[src/mcycleOpPkg.sv]
package mcycleOpPkg;

    ////////////////////////////////////////////////////////////////////
    // Widths
    ////////////////////////////////////////////////////////////////////

    localparam int dataWidth = 32;
    localparam int tagWidth  = 4;

    ////////////////////////////////////////////////////////////////////
    // Unsigned opcodes
    ////////////////////////////////////////////////////////////////////

    typedef enum logic [1:0] {
        opMulLo   = 2'b00,
        opMulHi   = 2'b01,
        opDivQuot = 2'b10,
        opDivRem  = 2'b11
    } mcycleOp_e;

    // Request as issued by the pipeline
    typedef struct packed {
        mcycleOp_e            op;
        logic [dataWidth-1:0] operand1;  // multiplicand or dividend
        logic [dataWidth-1:0] operand2;  // multiplier or divisor
        logic [tagWidth-1:0]  dest;
    } mcycleReq_t;

    // Decoded command for the engine
    typedef struct packed {
        logic                 isDiv;
        logic                 takeHigh;  // high product or remainder
        logic [dataWidth-1:0] operand1;
        logic [dataWidth-1:0] operand2;
        logic [tagWidth-1:0]  dest;
    } mcycleCmd_t;

    // Tagged result toward writeback
    typedef struct packed {
        logic [dataWidth-1:0] data;
        logic [tagWidth-1:0]  dest;
    } mcycleRes_t;

endpackage
[src/mcycleCtrlPkg.sv]
package mcycleCtrlPkg;

    ////////////////////////////////////////////////////////////////////
    // Sequencer control
    ////////////////////////////////////////////////////////////////////

    typedef enum logic [1:0] {
        seqIdle = 2'b00,
        seqLoad = 2'b01,
        seqRun  = 2'b10,
        seqDone = 2'b11
    } seqState_e;

    // One iteration per operand bit
    localparam int iterCount = mcycleOpPkg::dataWidth;

    // Wide enough to hold iterCount
    localparam int iterCntWidth = 6;

endpackage

[src/mcycleTop.sv]
`timescale 1ns/1ps

module mcycleTop
    import mcycleOpPkg::*;
#(
    parameter int inDepth    = 2,
    parameter int resDepth   = 4,
    parameter int outCredits = 2
) (
    input  logic       CLK,
    input  logic       Reset,
    input  logic       reqValid,
    input  mcycleReq_t req,
    input  logic       outCredit,
    output logic       reqCredit,
    output logic       outValid,
    output mcycleRes_t out
);

    logic       cmdValid;
    mcycleCmd_t cmd;
    logic       cmdTake;
    logic       resSlotFree;
    logic       resPush;
    mcycleRes_t res;

    mcycleDecode #(
        .inDepth (inDepth)
    ) decode (
        .CLK       (CLK),
        .Reset     (Reset),
        .reqValid  (reqValid),
        .req       (req),
        .cmdTake   (cmdTake),
        .reqCredit (reqCredit),
        .cmdValid  (cmdValid),
        .cmd       (cmd)
    );

    mcycleExecute execute (
        .CLK         (CLK),
        .Reset       (Reset),
        .cmdValid    (cmdValid),
        .cmd         (cmd),
        .resSlotFree (resSlotFree),
        .cmdTake     (cmdTake),
        .resPush     (resPush),
        .res         (res)
    );

    mcycleResult #(
        .resDepth   (resDepth),
        .outCredits (outCredits)
    ) result (
        .CLK         (CLK),
        .Reset       (Reset),
        .resPush     (resPush),
        .res         (res),
        .outCredit   (outCredit),
        .resSlotFree (resSlotFree),
        .outValid    (outValid),
        .out         (out)
    );

endmodule

[src/mcycleResult.sv]
`timescale 1ns/1ps

module mcycleResult
    import mcycleOpPkg::*;
#(
    parameter int resDepth   = 4,
    parameter int outCredits = 2
) (
    input  logic       CLK,
    input  logic       Reset,
    input  logic       resPush,
    input  mcycleRes_t res,
    input  logic       outCredit,
    output logic       resSlotFree,
    output logic       outValid,
    output mcycleRes_t out
);

    localparam int ptrWidth  = (resDepth > 1) ? $clog2(resDepth) : 1;
    localparam int cntWidth  = $clog2(resDepth + 1);
    localparam int credWidth = $clog2(outCredits + 1);

    mcycleRes_t           queueMem [resDepth];
    logic [ptrWidth-1:0]  wrPtr;
    logic [ptrWidth-1:0]  rdPtr;
    logic [cntWidth-1:0]  count;
    logic [credWidth-1:0] credits;
    logic                 send;

    function automatic logic [ptrWidth-1:0] nextPtr(input logic [ptrWidth-1:0] ptr);
        if (ptr == ptrWidth'(resDepth - 1)) begin
            return '0;
        end
        return ptr + 1'b1;
    endfunction

    always_ff @(posedge CLK) begin
        if (resPush) begin
            queueMem[wrPtr] <= res;
        end
    end

    ////////////////////////////////////////////////////////////////////
    // Queue and credit bookkeeping
    ////////////////////////////////////////////////////////////////////

    assign send = (count != '0) && (credits != '0);

    always_ff @(posedge CLK or posedge Reset) begin
        if (Reset) begin
            wrPtr   <= '0;
            rdPtr   <= '0;
            count   <= '0;
            credits <= credWidth'(outCredits);
        end else begin
            if (resPush) begin
                wrPtr <= nextPtr(wrPtr);
            end
            if (send) begin
                rdPtr <= nextPtr(rdPtr);
            end
            case ({resPush, send})
                2'b10:   count <= count + 1'b1;
                2'b01:   count <= count - 1'b1;
                default: count <= count;
            endcase
            case ({send, outCredit})
                2'b10:   credits <= credits - 1'b1;
                2'b01:   credits <= credits + 1'b1;
                default: credits <= credits;
            endcase
        end
    end

    // One slot kept for the operation about to start
    assign resSlotFree = (count < cntWidth'(resDepth));
    assign outValid    = send;
    assign out         = queueMem[rdPtr];

    pushWhenFull: assert property (@(posedge CLK) disable iff (Reset)
        !(resPush && (count == cntWidth'(resDepth))))
        else $error("result pushed into full queue");

    creditOverflow: assert property (@(posedge CLK) disable iff (Reset)
        credits <= credWidth'(outCredits))
        else $error("consumer returned more credits than granted");

endmodule

[src/mcycleExecute.sv]
`timescale 1ns/1ps

module mcycleExecute
    import mcycleOpPkg::*, mcycleCtrlPkg::*;
(
    input  logic       CLK,
    input  logic       Reset,
    input  logic       cmdValid,
    input  mcycleCmd_t cmd,
    input  logic       resSlotFree,
    output logic       cmdTake,
    output logic       resPush,
    output mcycleRes_t res
);

    logic                 load;
    logic                 shift;
    logic                 done;
    logic                 busy;
    logic [dataWidth-1:0] workHigh;
    logic [dataWidth-1:0] workLow;
    mcycleCmd_t           cmdHeld;

    assign cmdTake = !busy && cmdValid && resSlotFree;

    // Command leaves the decode buffer on take and is held for the run
    always_ff @(posedge CLK) begin
        if (cmdTake) begin
            cmdHeld <= cmd;
        end
    end

    mcycleSequencer sequencer (
        .CLK   (CLK),
        .Reset (Reset),
        .start (cmdTake),
        .load  (load),
        .shift (shift),
        .done  (done),
        .busy  (busy)
    );

    mcycleDatapath datapath (
        .CLK      (CLK),
        .Reset    (Reset),
        .load     (load),
        .shift    (shift),
        .cmd      (cmdHeld),
        .workHigh (workHigh),
        .workLow  (workLow)
    );

    assign resPush = done;

    always_comb begin
        res.data = cmdHeld.takeHigh ? workHigh : workLow;
        res.dest = cmdHeld.dest;
    end

    // Load plus iterations plus done
    fixedLatency: assert property (@(posedge CLK) disable iff (Reset)
        cmdTake |-> ##(iterCount + 2) resPush)
        else $error("result not pushed at fixed latency after take");

endmodule

[src/mcycleDatapath.sv]
`timescale 1ns/1ps

module mcycleDatapath
    import mcycleOpPkg::*;
(
    input  logic                 CLK,
    input  logic                 Reset,
    input  logic                 load,
    input  logic                 shift,
    input  mcycleCmd_t           cmd,
    output logic [dataWidth-1:0] workHigh,
    output logic [dataWidth-1:0] workLow
);

    logic [2*dataWidth-1:0] workReg;
    logic [dataWidth-1:0]   shiftedOp;
    logic                   isDivReg;
    logic [dataWidth-1:0]   addA;
    logic [dataWidth-1:0]   addB;
    logic [dataWidth-1:0]   addSum;
    logic                   addCarry;
    logic                   divFits;

    assign workHigh = workReg[2*dataWidth-1 -: dataWidth];
    assign workLow  = workReg[dataWidth-1:0];

    ////////////////////////////////////////////////////////////////////
    // Shared adder
    ////////////////////////////////////////////////////////////////////

    // Divide subtracts from the partial remainder already shifted by one
    assign addA = isDivReg ? {workHigh[dataWidth-2:0], workLow[dataWidth-1]} : workHigh;
    assign addB = isDivReg ? ~shiftedOp : shiftedOp;
    assign {addCarry, addSum} = {1'b0, addA} + {1'b0, addB} + {{dataWidth{1'b0}}, isDivReg};

    // Bit lost off the top means the remainder already exceeds the divisor
    assign divFits = addCarry | workHigh[dataWidth-1];

    always_ff @(posedge CLK or posedge Reset) begin
        if (Reset) begin
            isDivReg <= 1'b0;
        end else if (load) begin
            isDivReg <= cmd.isDiv;
        end
    end

    ////////////////////////////////////////////////////////////////////
    // Working register
    ////////////////////////////////////////////////////////////////////

    always_ff @(posedge CLK) begin
        if (load) begin
            workReg   <= {{dataWidth{1'b0}}, cmd.isDiv ? cmd.operand1 : cmd.operand2};
            shiftedOp <= cmd.isDiv ? cmd.operand2 : cmd.operand1;
        end else if (shift) begin
            if (!isDivReg) begin
                // Shift-add on the multiplier's low bit
                if (workReg[0]) begin
                    workReg <= {addCarry, addSum, workLow[dataWidth-1:1]};
                end else begin
                    workReg <= {1'b0, workReg[2*dataWidth-1:1]};
                end
            end else if (divFits) begin
                workReg <= {addSum, workLow[dataWidth-2:0], 1'b1};
            end else begin
                // Restore with quotient bit 0
                workReg <= {workReg[2*dataWidth-2:0], 1'b0};
            end
        end
    end

endmodule

[src/mcycleSequencer.sv]
`timescale 1ns/1ps

module mcycleSequencer
    import mcycleCtrlPkg::*;
(
    input  logic CLK,
    input  logic Reset,
    input  logic start,
    output logic load,
    output logic shift,
    output logic done,
    output logic busy
);

    seqState_e               state;
    seqState_e               stateNext;
    logic [iterCntWidth-1:0] iterCnt;
    logic                    lastIter;

    assign lastIter = (iterCnt == iterCntWidth'(iterCount - 1));

    always_comb begin
        stateNext = state;
        case (state)
            seqIdle: begin
                if (start) begin
                    stateNext = seqLoad;
                end
            end
            seqLoad: stateNext = seqRun;
            seqRun: begin
                if (lastIter) begin
                    stateNext = seqDone;
                end
            end
            seqDone: stateNext = seqIdle;
            default: stateNext = seqIdle;
        endcase
    end

    always_ff @(posedge CLK or posedge Reset) begin
        if (Reset) begin
            state   <= seqIdle;
            iterCnt <= '0;
        end else begin
            state <= stateNext;
            // Counter only runs during iterations
            if (state == seqRun) begin
                iterCnt <= iterCnt + 1'b1;
            end else begin
                iterCnt <= '0;
            end
        end
    end

    assign load  = (state == seqLoad);
    assign shift = (state == seqRun);
    assign done  = (state == seqDone);
    assign busy  = (state != seqIdle);

    startWhileBusy: assert property (@(posedge CLK) disable iff (Reset)
        start |-> (state == seqIdle))
        else $error("start seen outside idle state");

endmodule

[src/mcycleDecode.sv]
`timescale 1ns/1ps

module mcycleDecode
    import mcycleOpPkg::*;
#(
    parameter int inDepth = 2
) (
    input  logic       CLK,
    input  logic       Reset,
    input  logic       reqValid,
    input  mcycleReq_t req,
    input  logic       cmdTake,
    output logic       reqCredit,
    output logic       cmdValid,
    output mcycleCmd_t cmd
);

    localparam int ptrWidth = (inDepth > 1) ? $clog2(inDepth) : 1;
    localparam int cntWidth = $clog2(inDepth + 1);

    mcycleReq_t          bufMem [inDepth];
    logic [ptrWidth-1:0] wrPtr;
    logic [ptrWidth-1:0] rdPtr;
    logic [cntWidth-1:0] count;
    mcycleReq_t          head;

    function automatic logic [ptrWidth-1:0] nextPtr(input logic [ptrWidth-1:0] ptr);
        if (ptr == ptrWidth'(inDepth - 1)) begin
            return '0;
        end
        return ptr + 1'b1;
    endfunction

    always_ff @(posedge CLK) begin
        if (reqValid) begin
            bufMem[wrPtr] <= req;
        end
    end

    // Credit goes back one cycle after the entry leaves
    always_ff @(posedge CLK or posedge Reset) begin
        if (Reset) begin
            wrPtr     <= '0;
            rdPtr     <= '0;
            count     <= '0;
            reqCredit <= 1'b0;
        end else begin
            reqCredit <= cmdTake;
            if (reqValid) begin
                wrPtr <= nextPtr(wrPtr);
            end
            if (cmdTake) begin
                rdPtr <= nextPtr(rdPtr);
            end
            case ({reqValid, cmdTake})
                2'b10:   count <= count + 1'b1;
                2'b01:   count <= count - 1'b1;
                default: count <= count;
            endcase
        end
    end

    assign cmdValid = (count != '0);
    assign head     = bufMem[rdPtr];

    // Head decode
    always_comb begin
        cmd.isDiv    = (head.op == opDivQuot) || (head.op == opDivRem);
        cmd.takeHigh = (head.op == opMulHi) || (head.op == opDivRem);
        cmd.operand1 = head.operand1;
        cmd.operand2 = head.operand2;
        cmd.dest     = head.dest;
    end

    // Upstream only sends against a held credit
    creditOverrun: assert property (@(posedge CLK) disable iff (Reset)
        !(reqValid && (count == cntWidth'(inDepth))))
        else $error("request arrived while decode buffer was full");

endmodule

[config.mk]
export PLATFORM = sky130hd
export DESIGN_NAME = mcycleTop
export DESIGN_NICKNAME = d
export VERILOG_FILES = /design/src/mcycleOpPkg.sv /design/src/mcycleCtrlPkg.sv /design/src/mcycleTop.sv /design/src/mcycleResult.sv /design/src/mcycleExecute.sv /design/src/mcycleDatapath.sv /design/src/mcycleSequencer.sv /design/src/mcycleDecode.sv
export SDC_FILE = /design/constraint.sdc
export NUM_CORES = 1
export LEC_CHECK = 0
export BUFFER_PORTS_ARGS = -buffer_cell sky130_fd_sc_hd__buf_2
export CORE_MARGIN = 5
export CORE_UTILIZATION = 60
export DETAILED_ROUTE_END_ITERATION = 7
export PLACE_DENSITY = 0.83
export SYNTH_ARGS = -nofsm -noshare
export SYNTH_HDL_FRONTEND = slang
export SYNTH_SLANG_ARGS = --single-unit
[constraint.sdc]
create_clock -name CLK -period 4.4 [get_ports CLK]
set_input_delay 0.88 -clock CLK [delete_from_list [all_inputs] [get_ports CLK]]
set_output_delay 0.88 -clock CLK [all_outputs]
set_load 0.1 [all_outputs]
==> impl_metrics.json <==
{
  "gp_congestion": 0.946,
  "finalInstanceArea_sq_um": 24400,
  "fp.dieW_microns": 200,
  "post_drt_wl_per_cell_microns": 22.5,
  "synth.top_cell.area_share_pct": 57.7,
  "cts_setup_buffers": 0,
  "fp-row-count": 69,
  "initial_core_util_pct": 61.0,
  "synth_area_sq_um": 21800,
  "numCtsBuffers": 45,
  "hold_viol": 0,
  "vias": 12700,
  "crit_path_end_kind": "flop",
  "met1_length_microns": 21200,
  "slowest_stage": "dfrtp_4",
  "path_clk_slew_ns": 0.06,
  "synthCells": 1473,
  "root_buffer": "clkbuf_16",
  "yosysWarnings": 0,
  "yosys-top-cells-area": "edfxtp_1 58%, mux2_2 9.0%, mux4_2 3.7%, dfxtp_1 2.9%, dfrtp_1 2.5%",
  "setup_viol": 0,
  "finalSetupTns_ns": 0,
  "max_freq_ghz": 0.246,
  "syn2layout_area_growth_pct": 12.2,
  "avgSynthCellArea_sq_um": 14.8,
  "htree_levels": 2,
  "cp_top_family": "compound AO/OA/AOI/OAI gates",
  "synth-seq-cells": 473,
  "drcViolationCount": 0,
  "first_pass_iters": 5,
  "cts_tree": "done",
  "worstMarginPinSlew_ns": 1.03,
  "slowest_delay_ns": 0.82,
  "report.final.slew_viol_count": 0,
  "dp_hpwl_microns": 32800,
  "mostFrequentLayoutCells": "418 x edfxtp_1, 174 x mux2_2, 111 x buf_2, 91 x a21oi_1, 70 x nand2_1",
  "fin_nets": 1705,
  "synthFlopType": "edfxtp_1",
  "antenna_cells": 0,
  "rsz0062_at_grt": "false",
  "drtIter0Drc": 1096,
  "drtAntennaViolNets": 0,
  "ys_types": 74,
  "path_class": "flop to flop",
  "yosysSeqAreaShare_pct": 63.3,
  "num-fill-cells": 2433,
  "insertion_delay_ns": 0.57,
  "cts_sinks": 473,
  "met2_length_microns": 21700,
  "die_y_microns": 200,
  "port_buffers": 111,
  "num_io_pins": 112,
  "synth-edff-count": 418,
  "final_common_cell": "edfxtp_1",
  "holdCritPathClass": "flop to flop",
  "ys_async_sr_fraction_pct": 4.86,
  "synth.largest_area_cell": "edfxtp_1",
  "grt_pass1_vias": 12800,
  "holdBufCountCts": 0,
  "cp.required_ns": 4.87,
  "final.setup_skew_ns": 0.0179,
  "totalWireLength_microns": 46900,
  "highest_layer": "met4",
  "cp.buffers_inverters": 2,
  "clk_path_buf_depth": 3,
  "relSlewSlack_pct": 31.1,
  "status": "finished clean",
  "dpl_cell_area_sq_um": 22900,
  "drv_cap": 0,
  "min_period_over_period_pct": 92.4,
  "critPathLaunchType": "flop",
  "core_sq_um": 35700,
  "met3_length_microns": 3110,
  "syn-num-nets": 1593,
  "worstPathCellList": "buf_4 -> mux2_2 -> ha_1 -> o21ai_0 -> o21bai_1 -> nand4b_2 -> a2111oi_4 -> or3_1 -> buf_12 -> nor2_1 -> or3_1 -> a311oi_2",
  "die_area_sq_um": 40200,
  "cp.arrival_ns": 4.54,
  "grt_usage_pct": 23.4,
  "min_period_ns": 4.07,
  "layout-drive-gt1-share_pct": 27.5,
  "grt_pass1_wl_microns": 74100,
  "cts_resized": 0,
  "avgViaCountPerCell": 6.09,
  "overflow": 0,
  "antenna_found_initial": 1,
  "crit_path_frequent_cell": "or3_1",
  "grt_max_degree": 71,
  "critPathMaxFanout": 47
}
## state kept, by name, indices dropped and copies added (netlist names), 3 cells and up
register,count
decode.bufMem,140
execute.cmdHeld,66
execute.datapath.shiftedOp,32
execute.datapath.workReg,64
execute.res,4
execute.sequencer.iterCnt,6
result.count,3
result.queueMem,144
## cell type report
type	count	area [sq um]	share of cell area, %
Sequential cell	473	13800	56.4
Multi-Input combinational cell	885	7550	30.9
Clock buffer	54	1210	4.97
Timing Repair Buffer	150	923	3.78
Tap cell	461	577	2.36
Clock inverter	26	268	1.10
Inverter	30	113	0.461
## final timing paths
kind	slack, ns	to	start	depth (start not counted)
min in group asynchronous	0.49	result.rdPtr[1]	Reset	2
max	0.33	execute.datapath.workReg[43]	execute.datapath.isDivReg	12
max reg2reg	0.33	execute.datapath.workReg[43]	execute.datapath.isDivReg	12
min	0.46	execute.sequencer.iterCnt[0]	execute.sequencer.iterCnt[0]	1
min reg2reg	0.46	execute.sequencer.iterCnt[0]	execute.sequencer.iterCnt[0]	1
max in group asynchronous	3.26	execute.datapath.isDivReg	Reset	2
## logic make-up (layout without fill, tap and decap cells)
logic type | Yosys count | after routing | synth area share (%)
flip-flops | 473 | 473 | 63.3
AO/OA/AOI/OAI | 279 | 279 | 8.61
multiplexers | 264 | 264 | 15.2
AND/OR/NAND/NOR | 225 | 225 | 5.19
buffers and inverters | 115 | 260 | 2.15
XOR/XNOR | 71 | 71 | 2.86
adder cells (fa/ha/maj) | 46 | 46 | 2.71
## Yosys cell counts, drive strengths merged, types with 30 or more instances
| cell | number |
|---|---|
| inv | 30 |
| nor2b | 39 |
| xor2 | 46 |
| mux4 | 36 |
| mux2i | 54 |
| a211oi | 42 |
| o21ai | 44 |
| mux2 | 174 |
| clkbuf | 61 |
| a21oi | 91 |
| ha | 44 |
| edfxtp | 418 |
| nor2 | 42 |
| nand2 | 70 |
| dfxtp | 32 |
## routing by layer
| metal | global-route usage, % | vias up |
|---|---|---|
| li1 | - | 5935 |
| met1 | 35.0 | 6246 |
| met2 | 36.5 | 431 |
| met3 | 4.14 | 55 |
| met4 | 5.53 | 0 |
| met5 | 0 | - |
## per-stage QoR
step | std cells | worst slack [ns] | hold slack [ns] | util, %
floorplan | 1473 | 0.0258 | 0.432 | -
finish | 2079 | 0.335 | 0.459 | 68.5
global placement | 1999 | 0.331 | 0.446 | 64.3
global route | 2079 | 0.111 | 0.490 | 68.5
CTS | 2079 | 0.350 | 0.460 | 68.5
detailed placement | 1999 | 0.380 | 0.450 | 64.3
Power is left out: the tool's default activity adds up to more than one toggle a clock period on the data nets, which glitch-free logic cannot reach.
